`config.mk`:
```
export PLATFORM = sky130hd
export DESIGN_NAME = h2c_cfg_top
export DESIGN_NICKNAME = d
export VERILOG_FILES = /design/src/verilog/h2c_cfg_bus_pkg.sv /design/src/verilog/h2c_cfg_sts_pkg.sv /design/src/verilog/h2c_cfg_req_decode.sv /design/src/verilog/h2c_cfg_desc_regs.sv /design/src/verilog/h2c_cfg_dm_regs.sv /design/src/verilog/h2c_cfg_wb_regs.sv /design/src/verilog/h2c_cfg_top.sv
export VERILOG_INCLUDE_DIRS = /design/src /design/src/verilog
export SDC_FILE = /design/constraint.sdc
export NUM_CORES = 1
export LEC_CHECK = 0
export ABC_AREA = 1
export CAP_MARGIN = 20
export CORE_AREA = 2 2 148 150
export CTS_CLUSTER_DIAMETER = 100
export CTS_CLUSTER_SIZE = 25
export DETAILED_ROUTE_END_ITERATION = 8
export DIE_AREA = 0 0 150 152
export DONT_BUFFER_PORTS = 1
export PLACE_DENSITY_LB_ADDON = 0.2
export REMOVE_ABC_BUFFERS = 1
export SLEW_MARGIN = 20
export SYNTH_ARGS = -nofsm -noshare
export SYNTH_HDL_FRONTEND = slang
export SYNTH_SLANG_ARGS = --single-unit
```
`constraint.sdc`:
```
create_clock -name clk -period 1.6 [get_ports clk]
set_clock_uncertainty 0.2 [all_clocks]
set_input_delay 0.08 -clock clk [delete_from_list [all_inputs] [get_ports clk]]
set_output_delay 0.08 -clock clk [all_outputs]
set_load 0.02 [all_outputs]
```
`src/verilog/h2c_cfg_settings.svh`:
```
`ifndef H2C_CFG_SETTINGS_SVH
`define H2C_CFG_SETTINGS_SVH

// Host bus and engine widths
`define H2C_CFG_ADDR_W     16
`define H2C_CFG_DATA_W     32
`define H2C_CFG_PTR_W      16
`define H2C_CFG_WB_ADDR_W  48

// Descriptor info word fields
`define H2C_CFG_DESC_TYPE       1'b0
`define H2C_CFG_DESC_RAM_DEPTH  16'd64

// Range bases, upper address byte of each 256-byte window
`define H2C_CFG_PAGE_DESC  8'h01
`define H2C_CFG_PAGE_DM    8'h02
`define H2C_CFG_PAGE_WB    8'h03

// Read patterns for unmapped addresses and unknown offsets
`define H2C_CFG_BAD_OOR   32'hbaad_3600
`define H2C_CFG_BAD_DESC  32'hbaad_3100
`define H2C_CFG_BAD_DM    32'hbaad_3200
`define H2C_CFG_BAD_WB    32'hbaad_3300

// Descriptor range offsets
`define H2C_CFG_OFS_DESC_CDT_CONSUMED  8'h00
`define H2C_CFG_OFS_DESC_CDT_LIMIT     8'h04
`define H2C_CFG_OFS_DESC_CNT           8'h08
`define H2C_CFG_OFS_DESC_PTR           8'h0C
`define H2C_CFG_OFS_DESC_STS           8'h18
`define H2C_CFG_OFS_DESC_INFO          8'h20

// Data mover range offsets
`define H2C_CFG_OFS_DM_CTL  8'h00
`define H2C_CFG_OFS_DM_STS  8'h04

// Write-back range offsets
`define H2C_CFG_OFS_WB_CTL      8'h00
`define H2C_CFG_OFS_WB_ADDR_LO  8'h04
`define H2C_CFG_OFS_WB_ADDR_HI  8'h08
`define H2C_CFG_OFS_WB_TO       8'h0C
`define H2C_CFG_OFS_WB_STS      8'h10
`define H2C_CFG_OFS_WB_DW       8'h14

`endif

```
`src/verilog/h2c_cfg_bus_pkg.sv`:
```
`default_nettype none
`include "h2c_cfg_settings.svh"

package h2c_cfg_bus_pkg;

   // Level-style request from the host, held until ack
   typedef struct packed {
      logic                         wr_req;
      logic                         rd_req;
      logic [`H2C_CFG_ADDR_W-1:0]   addr;
      logic [`H2C_CFG_DATA_W-1:0]   wdata;
   } cfg_host_req_t;

   typedef struct packed {
      logic                         ack;
      logic [`H2C_CFG_DATA_W-1:0]   rdata;
   } cfg_host_rsp_t;

   // Request as seen by one range block
   typedef struct packed {
      logic                         sel;
      logic                         wr;
      logic                         wr_rise;
      logic [7:0]                   offset;
      logic [`H2C_CFG_DATA_W-1:0]   wdata;
   } cfg_range_req_t;

   typedef struct packed {
      logic                         ack;
      logic [`H2C_CFG_DATA_W-1:0]   rdata;
   } cfg_range_rsp_t;

   typedef enum logic [1:0] {
      range_unmapped,
      range_desc,
      range_dm,
      range_wb
   } cfg_range_e;

endpackage

`default_nettype wire

```
`src/verilog/h2c_cfg_sts_pkg.sv`:
```
`default_nettype none
`include "h2c_cfg_settings.svh"

package h2c_cfg_sts_pkg;

   // Descriptor engine counters, pointers and event pulses
   typedef struct packed {
      logic [`H2C_CFG_DATA_W-1:0]  cdt_consumed;
      logic [`H2C_CFG_DATA_W-1:0]  cdt_limit;
      logic [`H2C_CFG_DATA_W-1:0]  desc_cnt;
      logic [`H2C_CFG_PTR_W-1:0]   wr_ptr;
      logic [`H2C_CFG_PTR_W-1:0]   rd_ptr;
      logic                        full;
      logic                        empty;
      logic                        oflow;
      logic                        ooo_error;
      logic                        unalin_error;
   } desc_sts_t;

   // One-cycle clear strobes back to the descriptor engine
   typedef struct packed {
      logic  cdt_consumed;
      logic  cdt_limit;
      logic  desc_cnt;
   } desc_clr_t;

   typedef struct packed {
      logic                          desc_cnt_en;
      logic                          pkt_cnt_en;
      logic                          desc_cdt_en;
      logic                          desc_cdt_wc_en;
      logic                          desc_cnt_wc_en;
      logic                          pkt_cnt_wc_en;
      logic [5:0]                    wc_cnt_minus1;
      logic [19:0]                   wc_tick_cnt;
      logic [3:0]                    wc_to_cnt;
      logic [`H2C_CFG_WB_ADDR_W-1:0] status_addr;
   } wb_cfg_t;

   // Error summary for the write-back engine
   typedef struct packed {
      logic  desc_error;
      logic  dm_error;
      logic  wb_error;
   } wb_err_t;

endpackage

`default_nettype wire

```
`src/verilog/h2c_cfg_req_decode.sv`:
```
`timescale 1ns/1ns
`default_nettype none
`include "h2c_cfg_settings.svh"

module h2c_cfg_req_decode (
   input  logic                            clk,
   input  logic                            rst_n,
   input  h2c_cfg_bus_pkg::cfg_host_req_t  host_req,
   output h2c_cfg_bus_pkg::cfg_host_rsp_t  host_rsp,
   output h2c_cfg_bus_pkg::cfg_range_req_t desc_req,
   output h2c_cfg_bus_pkg::cfg_range_req_t dm_req,
   output h2c_cfg_bus_pkg::cfg_range_req_t wb_req,
   input  h2c_cfg_bus_pkg::cfg_range_rsp_t desc_rsp,
   input  h2c_cfg_bus_pkg::cfg_range_rsp_t dm_rsp,
   input  h2c_cfg_bus_pkg::cfg_range_rsp_t wb_rsp
);

   logic                             wr_q;
   logic                             rd_q;
   logic                             wr_rise;
   h2c_cfg_bus_pkg::cfg_range_e      dec_range;
   h2c_cfg_bus_pkg::cfg_range_req_t  common_req;
   logic                             blk_ack;
   logic [`H2C_CFG_DATA_W-1:0]       blk_rdata;

   // Previous request levels, for the write edge and the ack term
   always_ff @(posedge clk) begin
      if (!rst_n) begin
         wr_q <= 1'b0;
         rd_q <= 1'b0;
      end else begin
         wr_q <= host_req.wr_req;
         rd_q <= host_req.rd_req;
      end
   end

   assign wr_rise = host_req.wr_req & ~wr_q;

   always_comb begin
      case (host_req.addr[`H2C_CFG_ADDR_W-1:8])
         `H2C_CFG_PAGE_DESC: dec_range = h2c_cfg_bus_pkg::range_desc;
         `H2C_CFG_PAGE_DM:   dec_range = h2c_cfg_bus_pkg::range_dm;
         `H2C_CFG_PAGE_WB:   dec_range = h2c_cfg_bus_pkg::range_wb;
         default:            dec_range = h2c_cfg_bus_pkg::range_unmapped;
      endcase
   end

   ////////////////////////////////////////////////////////////////////
   // Fan-out to the range blocks
   ////////////////////////////////////////////////////////////////////
   always_comb begin
      common_req.sel     = 1'b0;
      common_req.wr      = host_req.wr_req;
      common_req.wr_rise = wr_rise;
      common_req.offset  = host_req.addr[7:0];
      common_req.wdata   = host_req.wdata;

      desc_req     = common_req;
      desc_req.sel = (dec_range == h2c_cfg_bus_pkg::range_desc);
      dm_req       = common_req;
      dm_req.sel   = (dec_range == h2c_cfg_bus_pkg::range_dm);
      wb_req       = common_req;
      wb_req.sel   = (dec_range == h2c_cfg_bus_pkg::range_wb);
   end

   // Unmapped space acks on its own
   always_comb begin
      case (dec_range)
         h2c_cfg_bus_pkg::range_desc: begin
            blk_ack   = desc_rsp.ack;
            blk_rdata = desc_rsp.rdata;
         end
         h2c_cfg_bus_pkg::range_dm: begin
            blk_ack   = dm_rsp.ack;
            blk_rdata = dm_rsp.rdata;
         end
         h2c_cfg_bus_pkg::range_wb: begin
            blk_ack   = wb_rsp.ack;
            blk_rdata = wb_rsp.rdata;
         end
         default: begin
            blk_ack   = 1'b1;
            blk_rdata = `H2C_CFG_BAD_OOR;
         end
      endcase
   end

   always_ff @(posedge clk) begin
      host_rsp.rdata <= blk_rdata;
      if (!rst_n) begin
         host_rsp.ack <= 1'b0;
      end else begin
         host_rsp.ack <= (wr_q | rd_q) & blk_ack;
      end
   end

endmodule

`default_nettype wire

```
`src/verilog/h2c_cfg_desc_regs.sv`:
```
`timescale 1ns/1ns
`default_nettype none
`include "h2c_cfg_settings.svh"

module h2c_cfg_desc_regs (
   input  logic                            clk,
   input  logic                            rst_n,
   input  h2c_cfg_bus_pkg::cfg_range_req_t req,
   output h2c_cfg_bus_pkg::cfg_range_rsp_t rsp,
   input  h2c_cfg_sts_pkg::desc_sts_t      desc_sts,
   output h2c_cfg_sts_pkg::desc_clr_t      desc_clr,
   output logic                            desc_err
);

   logic                        ack_wr;
   logic                        ack_rd;
   logic [`H2C_CFG_DATA_W-1:0]  rdata_q;
   logic                        wr_edge;
   logic                        wr_zero;
   // Bit order {unalin, ooo, oflow}, same as the status word
   logic [2:0]                  sticky;
   logic [2:0]                  sticky_set;
   logic [2:0]                  sticky_clr;

   assign wr_edge    = req.sel & req.wr_rise;
   assign wr_zero    = wr_edge & (req.wdata == '0);
   assign sticky_set = {desc_sts.unalin_error, desc_sts.ooo_error, desc_sts.oflow};
   assign sticky_clr = (wr_edge && req.offset == `H2C_CFG_OFS_DESC_STS) ?
                       req.wdata[2:0] : 3'b000;

   always_ff @(posedge clk) begin
      if (!rst_n) begin
         ack_wr   <= 1'b0;
         ack_rd   <= 1'b0;
         sticky   <= 3'b000;
         desc_clr <= '0;
      end else begin
         if (req.sel && req.wr) begin
            ack_wr <= 1'b1;
         end
         ack_rd <= req.sel;
         // Event beats a clear in the same cycle
         sticky <= sticky_set | (sticky & ~sticky_clr);
         desc_clr.cdt_consumed <= wr_zero & (req.offset == `H2C_CFG_OFS_DESC_CDT_CONSUMED);
         desc_clr.cdt_limit    <= wr_zero & (req.offset == `H2C_CFG_OFS_DESC_CDT_LIMIT);
         desc_clr.desc_cnt     <= wr_zero & (req.offset == `H2C_CFG_OFS_DESC_CNT);
      end
   end

   always_ff @(posedge clk) begin
      case (req.offset)
         `H2C_CFG_OFS_DESC_CDT_CONSUMED: rdata_q <= desc_sts.cdt_consumed;
         `H2C_CFG_OFS_DESC_CDT_LIMIT:    rdata_q <= desc_sts.cdt_limit;
         `H2C_CFG_OFS_DESC_CNT:          rdata_q <= desc_sts.desc_cnt;
         `H2C_CFG_OFS_DESC_PTR:          rdata_q <= {desc_sts.rd_ptr, desc_sts.wr_ptr};
         `H2C_CFG_OFS_DESC_STS: begin
            rdata_q <= {27'd0, desc_sts.empty, desc_sts.full, sticky};
         end
         `H2C_CFG_OFS_DESC_INFO: begin
            rdata_q <= {`H2C_CFG_DESC_RAM_DEPTH, 15'd0, `H2C_CFG_DESC_TYPE};
         end
         default: rdata_q <= `H2C_CFG_BAD_DESC;
      endcase
   end

   always_comb begin
      rsp.ack   = req.wr ? ack_wr : ack_rd;
      rsp.rdata = rdata_q;
   end

   assign desc_err = |sticky;

endmodule

`default_nettype wire

```
`src/verilog/h2c_cfg_dm_regs.sv`:
```
`timescale 1ns/1ns
`default_nettype none
`include "h2c_cfg_settings.svh"

module h2c_cfg_dm_regs (
   input  logic                            clk,
   input  logic                            rst_n,
   input  h2c_cfg_bus_pkg::cfg_range_req_t req,
   output h2c_cfg_bus_pkg::cfg_range_rsp_t rsp,
   input  logic                            rresp_err,
   input  logic                            desc_len_err,
   output logic                            dm_err
);

   logic                        ack_wr;
   logic                        ack_rd;
   logic [`H2C_CFG_DATA_W-1:0]  ctl_q;
   logic [`H2C_CFG_DATA_W-1:0]  rdata_q;
   // {desc_len, rresp}
   logic [1:0]                  sticky;
   logic [1:0]                  sticky_clr;

   assign sticky_clr = (req.sel && req.wr_rise && req.offset == `H2C_CFG_OFS_DM_STS) ?
                       req.wdata[1:0] : 2'b00;

   always_ff @(posedge clk) begin
      if (!rst_n) begin
         ack_wr <= 1'b0;
         ack_rd <= 1'b0;
         ctl_q  <= '0;
         sticky <= 2'b00;
      end else begin
         if (req.sel && req.wr) begin
            ack_wr <= 1'b1;
            if (req.offset == `H2C_CFG_OFS_DM_CTL) begin
               ctl_q <= req.wdata;
            end
         end
         ack_rd <= req.sel;
         sticky <= {desc_len_err, rresp_err} | (sticky & ~sticky_clr);
      end
   end

   always_ff @(posedge clk) begin
      case (req.offset)
         `H2C_CFG_OFS_DM_CTL: rdata_q <= ctl_q;
         `H2C_CFG_OFS_DM_STS: rdata_q <= {30'd0, sticky};
         default:             rdata_q <= `H2C_CFG_BAD_DM;
      endcase
   end

   always_comb begin
      rsp.ack   = req.wr ? ack_wr : ack_rd;
      rsp.rdata = rdata_q;
   end

   assign dm_err = |sticky;

endmodule

`default_nettype wire

```
`src/verilog/h2c_cfg_wb_regs.sv`:
```
`timescale 1ns/1ns
`default_nettype none
`include "h2c_cfg_settings.svh"

module h2c_cfg_wb_regs (
   input  logic                            clk,
   input  logic                            rst_n,
   input  h2c_cfg_bus_pkg::cfg_range_req_t req,
   output h2c_cfg_bus_pkg::cfg_range_rsp_t rsp,
   output h2c_cfg_sts_pkg::wb_cfg_t        wb_cfg,
   input  logic                            bresp_err,
   input  logic [`H2C_CFG_DATA_W-1:0]      status_dw,
   input  logic                            desc_err,
   input  logic                            dm_err,
   output h2c_cfg_sts_pkg::wb_err_t        wb_err
);

   logic                          ack_wr;
   logic                          ack_rd;
   logic [`H2C_CFG_DATA_W-1:0]    ctl_q;
   logic [`H2C_CFG_WB_ADDR_W-1:0] status_addr_q;
   logic [19:0]                   tick_cnt_q;
   logic [3:0]                    to_cnt_q;
   logic                          bresp_sticky;
   logic                          bresp_clr;
   logic [`H2C_CFG_DATA_W-1:0]    rdata_q;

   assign bresp_clr = req.sel & req.wr_rise & (req.offset == `H2C_CFG_OFS_WB_STS) &
                      req.wdata[0];

   ////////////////////////////////////////////////////////////////////
   // Configuration registers
   ////////////////////////////////////////////////////////////////////
   always_ff @(posedge clk) begin
      if (!rst_n) begin
         ack_wr        <= 1'b0;
         ack_rd        <= 1'b0;
         ctl_q         <= '0;
         status_addr_q <= '0;
         tick_cnt_q    <= '0;
         to_cnt_q      <= '0;
      end else begin
         if (req.sel && req.wr) begin
            ack_wr <= 1'b1;
            case (req.offset)
               `H2C_CFG_OFS_WB_CTL:     ctl_q <= req.wdata;
               `H2C_CFG_OFS_WB_ADDR_LO: status_addr_q[31:0] <= req.wdata;
               `H2C_CFG_OFS_WB_ADDR_HI: status_addr_q[47:32] <= req.wdata[15:0];
               `H2C_CFG_OFS_WB_TO: begin
                  tick_cnt_q <= req.wdata[19:0];
                  to_cnt_q   <= req.wdata[23:20];
               end
               default: ;
            endcase
         end
         ack_rd <= req.sel;
      end
   end

   always_ff @(posedge clk) begin
      case (req.offset)
         `H2C_CFG_OFS_WB_CTL:     rdata_q <= ctl_q;
         `H2C_CFG_OFS_WB_ADDR_LO: rdata_q <= status_addr_q[31:0];
         `H2C_CFG_OFS_WB_ADDR_HI: rdata_q <= {16'd0, status_addr_q[47:32]};
         `H2C_CFG_OFS_WB_TO:      rdata_q <= {8'd0, to_cnt_q, tick_cnt_q};
         `H2C_CFG_OFS_WB_STS:     rdata_q <= {31'd0, bresp_sticky};
         `H2C_CFG_OFS_WB_DW:      rdata_q <= status_dw;
         default:                 rdata_q <= `H2C_CFG_BAD_WB;
      endcase
   end

   always_comb begin
      rsp.ack   = req.wr ? ack_wr : ack_rd;
      rsp.rdata = rdata_q;
   end

   // Control word bit fields, bits 3 and 7 reserved
   always_comb begin
      wb_cfg.desc_cnt_en    = ctl_q[0];
      wb_cfg.pkt_cnt_en     = ctl_q[1];
      wb_cfg.desc_cdt_en    = ctl_q[2];
      wb_cfg.desc_cdt_wc_en = ctl_q[4];
      wb_cfg.desc_cnt_wc_en = ctl_q[5];
      wb_cfg.pkt_cnt_wc_en  = ctl_q[6];
      wb_cfg.wc_cnt_minus1  = ctl_q[13:8];
      wb_cfg.wc_tick_cnt    = tick_cnt_q;
      wb_cfg.wc_to_cnt      = to_cnt_q;
      wb_cfg.status_addr    = status_addr_q;
   end

   ////////////////////////////////////////////////////////////////////
   // Sticky BRESP error and error summary
   ////////////////////////////////////////////////////////////////////
   always_ff @(posedge clk) begin
      if (!rst_n) begin
         bresp_sticky <= 1'b0;
         wb_err       <= '0;
      end else begin
         bresp_sticky      <= bresp_err | (bresp_sticky & ~bresp_clr);
         wb_err.desc_error <= desc_err;
         wb_err.dm_error   <= dm_err;
         wb_err.wb_error   <= bresp_sticky;
      end
   end

endmodule

`default_nettype wire

```
`src/verilog/h2c_cfg_top.sv`:
```
`timescale 1ns/1ns
`default_nettype none
`include "h2c_cfg_settings.svh"

module h2c_cfg_top (
   input  logic                            clk,
   input  logic                            rst_n,
   input  h2c_cfg_bus_pkg::cfg_host_req_t  host_req,
   output h2c_cfg_bus_pkg::cfg_host_rsp_t  host_rsp,
   input  h2c_cfg_sts_pkg::desc_sts_t      desc_sts,
   output h2c_cfg_sts_pkg::desc_clr_t      desc_clr,
   input  logic                            dm_rresp_err,
   input  logic                            dm_desc_len_err,
   output h2c_cfg_sts_pkg::wb_cfg_t        wb_cfg,
   input  logic                            wb_bresp_err,
   input  logic [`H2C_CFG_DATA_W-1:0]      wb_status_dw,
   output h2c_cfg_sts_pkg::wb_err_t        wb_err
);

   h2c_cfg_bus_pkg::cfg_range_req_t  desc_req;
   h2c_cfg_bus_pkg::cfg_range_req_t  dm_req;
   h2c_cfg_bus_pkg::cfg_range_req_t  wb_req;
   h2c_cfg_bus_pkg::cfg_range_rsp_t  desc_rsp;
   h2c_cfg_bus_pkg::cfg_range_rsp_t  dm_rsp;
   h2c_cfg_bus_pkg::cfg_range_rsp_t  wb_rsp;
   logic                             desc_err;
   logic                             dm_err;

   h2c_cfg_req_decode h2c_cfg_req_decode_i (
      .clk      (clk),
      .rst_n    (rst_n),
      .host_req (host_req),
      .host_rsp (host_rsp),
      .desc_req (desc_req),
      .dm_req   (dm_req),
      .wb_req   (wb_req),
      .desc_rsp (desc_rsp),
      .dm_rsp   (dm_rsp),
      .wb_rsp   (wb_rsp)
   );

   h2c_cfg_desc_regs h2c_cfg_desc_regs_i (
      .clk      (clk),
      .rst_n    (rst_n),
      .req      (desc_req),
      .rsp      (desc_rsp),
      .desc_sts (desc_sts),
      .desc_clr (desc_clr),
      .desc_err (desc_err)
   );

   h2c_cfg_dm_regs h2c_cfg_dm_regs_i (
      .clk          (clk),
      .rst_n        (rst_n),
      .req          (dm_req),
      .rsp          (dm_rsp),
      .rresp_err    (dm_rresp_err),
      .desc_len_err (dm_desc_len_err),
      .dm_err       (dm_err)
   );

   // Write-back block also collects the other ranges' errors
   h2c_cfg_wb_regs h2c_cfg_wb_regs_i (
      .clk       (clk),
      .rst_n     (rst_n),
      .req       (wb_req),
      .rsp       (wb_rsp),
      .wb_cfg    (wb_cfg),
      .bresp_err (wb_bresp_err),
      .status_dw (wb_status_dw),
      .desc_err  (desc_err),
      .dm_err    (dm_err),
      .wb_err    (wb_err)
   );

endmodule

`default_nettype wire

```
==> results.ini, run 1 <==
[sta]
finalCritPeriodShare_pct = 99.5
slew_viol_final = 0
final_hold_viol_count = 151
fin_crit_ps = 1590
max_slew_margin_pct = 52.7
setup_slack_ps = 8.50
fmax_mhz = 628
tightest_slew_ps = 707
worst_hold_slack_ps = -467
setup_violations = 0
rsz0062_at_grt = yes

[clock_tree]
h-tree-depth = 1
cts_tree = yes
cts_setup_buffers = 0
cts_buffers = 15
clk_latency_ps = 500
clockBufferDepth = 3
clock_sinks = 285
clk_pin_slew_worst_paths_ps = 100
clock-root-buffer = clkbuf_16

[floorplanning]
dieWidth_um = 150
core-area_um2 = 21400
die_h_um = 152
die_area_um2 = 22800
initial_core_util_pct = 53.5
num_io_pins = 343
placementRows = 54

[pwr]
power.internal_uw = 9260
p_leak_uw = 0.00595
pwr-share-clk_pct = 33.9
ir_drop_mv = 0.695
p_switching_uw = 2620
pwr-share-comb_pct = 5.8
power_density_nw_per_um2 = 789
p_sw_share_pct = 22.1
power_frac_seq_pct = 60.3

[layout]
design_area_um2 = 15100
drive_above_1_share_pct = 6.50
areaGrowthSynthToFinish_pct = 31.7
layout.nets = 2052

[global_route]
overflow = 0
grt_pass1_vias = 11500
grt_pass1_wl_mm = 62.1
grt_start_max_net_pins = 145
grt_usage_pct = 34.6
antenna_found_initial = 1

[place]
portBuffers = 0
place_area_um2 = 12100
pre_cts_slack_ps = -124
gp_congestion = 0.850
place_hpwl_mm = 23.5

[routing]
drt_first_iter_violations = 1047
drtAntennaViolNets = 0
first_pass_iters = 6
wl_mm = 41.1
post-route-drc-count = 0
vias = 11800
post_drt_via_cell_ratio = 5.60
routedWlPerCell_um = 19.5

[critical_path]
critical_path_required_ps = 1840
cp.arrival_ps = 1830
critPathCaptureType = flip-flop
crit_fanout = 3
critPathKind = reg -> reg
start_kind = flip-flop

[worst_hold_path]
hold_class = in -> reg

[yosys]
synthCells = 1609
ys_seq_area_share_pct = 49.9
syn_avg_cell_area_um2 = 7.11
ys_ff_latch = 285
ys_types = 23
netlist_area_um2 = 11400
ys_warn_count = 0

[flow_run]
maxCapViolations = 0

[run_status]
outcome = finished, violations left
failed_checks = hold timing

repair_timing:
action	4_1_cts	5_1_grt
endpoints found under the setup margin	0	145
gates resized for setup	0	17
hold buffers	247	3
hold endpoints to repair	265	150
metal layers:
layer	wire, µm	part of all wire [%]	GRT usage [%]	vias up
li1	-	-	-	5542
met1	15700	38	41.8	5377
met2	19200	47	57.8	714
met3	3950	9.6	7.90	186
met4	2290	5.6	16.6	0
met5	0	0	0	-
critical path: stages, from the launching register on:
cell           delay [ps]
dfxtp_1               540
nand2_1               140
dlygate4sd3_1         590
nand4_1                70
worst paths after layout:
kind                                               startpoint                               end  slack, ps  cells after the start
worst max-delay path            h2c_cfg_wb_regs_i.to_cnt_q[2]     h2c_cfg_wb_regs_i.rdata_q[22]          8                      3
worst min-delay path                                    rst_n  h2c_cfg_wb_regs_i.tick_cnt_q[17]       -470                      2
worst max register to register  h2c_cfg_wb_regs_i.to_cnt_q[2]     h2c_cfg_wb_regs_i.rdata_q[22]          8                      3
worst min register to register     h2c_cfg_dm_regs_i.ctl_q[7]      h2c_cfg_dm_regs_i.rdata_q[7]        220                      2
through the flow:
step / utilization (%) / setup TNS (ps) / total power [µW] / cells
global route: 70.5 / -42.8 / 12200 / 2112
detailed placement: 56.6 / -5220 / 7520 / 1844
global placement: 56.6 / -1450 / 7520 / 1844
CTS: 70.0 / 0 / 11900 / 2107
finish: 70.5 / 0 / 11900 / 2112
floorplan: - / -330370 / 7450 / 1496
cells in the mapped netlist (all sizes together):
cell | count | area, µm²
a31oi | 1 | 6.26
nor3 | 117 | 586
clkbuf | 48 | 180
dfxtp | 285 | 5710
a21oi | 20 | 100
nand2 | 517 | 1950
inv | 84 | 315
buf | 65 | 379
nor2 | 234 | 941
nand3 | 51 | 265
nand4 | 48 | 300
and3 | 4 | 25.0
o21ai | 135 | 676
power groups by stage:
stage | registers (µW) | logic, µW | clock network, µW
2_1_floorplan | 7320 | 129 | 0
5_1_grt | 7170 | 735 | 4300
6_report | 7160 | 688 | 4030
3_3_place_gp | 7330 | 192 | 0
3_5_place_dp | 7330 | 197 | 0
4_1_cts | 7160 | 655 | 4080
state kept, by name (all words and copies together), names as in the netlist, 3 cells and up:
| register | cells |
|---|---|
| h2c_cfg_desc_regs_i.desc_clr | 3 |
| h2c_cfg_desc_regs_i.rdata_q | 32 |
| h2c_cfg_desc_regs_i.sticky | 3 |
| h2c_cfg_dm_regs_i.ctl_q | 32 |
| h2c_cfg_dm_regs_i.rdata_q | 32 |
| h2c_cfg_req_decode_i.host_rsp | 33 |
| h2c_cfg_wb_regs_i.ctl_q | 32 |
| h2c_cfg_wb_regs_i.rdata_q | 32 |
| h2c_cfg_wb_regs_i.status_addr_q | 48 |
| h2c_cfg_wb_regs_i.tick_cnt_q | 20 |
| h2c_cfg_wb_regs_i.to_cnt_q | 4 |
| h2c_cfg_wb_regs_i.wb_err | 3 |
placed cells by master, fill, tap and decap left out, drive strengths merged:
| master | instances |
|---|---|
| dfxtp | 285 |
| diode | 1 |
| inv | 84 |
| o21ai | 135 |
| dlygate4sd3 | 249 |
| clkinv | 1 |
| nand4 | 48 |
| a21oi | 20 |
| and3 | 4 |
| a31oi | 1 |
| nand3 | 51 |
| dlymetal6s4s | 1 |
| clkbuf | 16 |
| buf | 68 |
| nor3 | 117 |
| nand2 | 517 |
| nor2 | 234 |
final cells by class:
type,count,area [µm²]
inverter,84,319
clock buffer,15,375
timing repair buffer,319,3360
clock inverter,1,16.3
sequential,285,5710
antenna,1,2.50
tap,280,350
fill,1641,6290
multi-input combinational,1127,4930
logic make-up (layout without fill, tap and decap cells):
| family | after synthesis | after routing | synth area share, % |
|---|---|---|---|
| buffers and inverters | 197 | 419 | 7.65 |
| other | 0 | 1 | 0 |
| AO/OA/AOI/OAI | 156 | 156 | 6.84 |
| flip-flops | 285 | 285 | 49.9 |
| AND/OR/NAND/NOR | 971 | 971 | 35.6 |
Note: power is estimated with default switching activity, not from simulation.
==> inputs of run 2 (changes only) <==
Settings changed: ABC_AREA 1 to unset, CORE_AREA 2 2 148 150 to 2 2 149 151, DIE_AREA 0 0 150 152 to 0 0 151 153, PLACE_DENSITY set to 0.79, PLACE_DENSITY_LB_ADDON 0.2 to unset.
==> results.ini, run 2 <==
[run_status]
haltStage = 4_1_cts
firstError = [ERROR RSZ-0060] Max buffer count reached.
outcome = stopped before the end

[clock_tree]
hold_buffers = 295
clock_sinks = 285
cts_buffers = 15
clock-root-buffer = clkbuf_16
clockBufferDepth = 3
postCtsResizedCells = 0
h-tree-depth = 1
cts_setup_buffers = 0

[floorplanning]
initial_core_util_pct = 54.1
dieWidth_um = 151
die_h_um = 153
placementRows = 54
num_io_pins = 343

[yosys]
ys_types = 47
syn_avg_cell_area_um2 = 9.92
ys_ff_latch = 285
ys_warn_count = 0
yosys_most_used_dff = dfxtp_1
synthArstFlopShare_pct = 0
synth.most_common_cell = dfxtp_1
synth_commonest_cells = dfxtp_1 (285), nand2_1 (232), mux2i_1 (149)
synthCells = 1172
synth_area_leaders = dfxtp_1 (49%), mux2i_1 (13%), nand2_1 (7.5%), mux4_2 (3.1%), a22oi_1 (3.0%)
netlist_area_um2 = 11600
ys_seq_area_share_pct = 49.1
synth_edf_count = 0
synth_top_area_share_pct = 49.1
synth_top_cell_by_area = dfxtp_1

[place]
pre_cts_slack_ps = -460
portBuffers = 0
gp_congestion = 0.920
place_hpwl_mm = 26.5

## run 2: logic make-up after synthesis
group,count (synthesis),synth area share (%)
flops,285,49.1
buf+inv,123,5.52
mux,194,18.7
compound gates,179,11.4
simple gates,391,15.3
## run 2: stage by stage
stage	hold slack, ps	area [µm²]	instances
after global placement	6.06	12400	1456
after floorplan	-19.6	11100	1071
after detailed placement	10.2	12400	1456
==> inputs of run 3 (changes only) <==
Settings changed: CORE_AREA 2 2 149 151 to 2 2 174 176, CTS_CLUSTER_DIAMETER 100 to unset, CTS_CLUSTER_SIZE 25 to unset, DIE_AREA 0 0 151 153 to 0 0 176 178, PLACE_DENSITY 0.79 to unset, PLACE_DENSITY_LB_ADDON set to 0.15.
==> results.ini, run 3 <==
[run_status]
outcome = stopped before the end
haltStage = 4_1_cts
firstError = [ERROR RSZ-0060] Max buffer count reached.

[yosys]
ys_types = 47
synth_area_leaders = dfxtp_1 (49%), mux2i_1 (13%), nand2_1 (7.5%), mux4_2 (3.1%), a22oi_1 (3.0%)
netlist_area_um2 = 11600
ys_warn_count = 0
syn_avg_cell_area_um2 = 9.92
synth_top_area_share_pct = 49.1
synthCells = 1172
synth_edf_count = 0
synth_top_cell_by_area = dfxtp_1
synth_commonest_cells = dfxtp_1 (285), nand2_1 (232), mux2i_1 (149)
yosys_most_used_dff = dfxtp_1
synthArstFlopShare_pct = 0
ys_seq_area_share_pct = 49.1
ys_ff_latch = 285
synth.most_common_cell = dfxtp_1

[place]
place_hpwl_mm = 27.9
portBuffers = 0
gp_congestion = 0.798
dp.cells = 1570

[floorplanning]
num_io_pins = 343
die_h_um = 178
initial_core_util_pct = 39.5
placementRows = 63
dieWidth_um = 176

[clock_tree]
postCtsResizedCells = 1
hold_buffers = 326
h-tree-depth = 1
clockBufferDepth = 3
cts_buffers = 31
clock_sinks = 285
cts_setup_buffers = 0
clock-root-buffer = clkbuf_16

==> run 3: cell counts after synthesis <==
Identical to the previous run, type by type.
==> run 3: stage by stage <==
| step | instance area [µm²] | utilization, % | setup WS, ps |
|---|---|---|---|
| floorplan | 11100 | - | -4220 |
| global placement | 12600 | 42.9 | -380 |
| detailed placement | 12600 | 42.9 | -420 |
==> run 3: cell families after synthesis <==
group	synth area share [%]
compound gates	11.4
buf+inv	5.52
flops	49.1
mux	18.7
simple gates	15.3
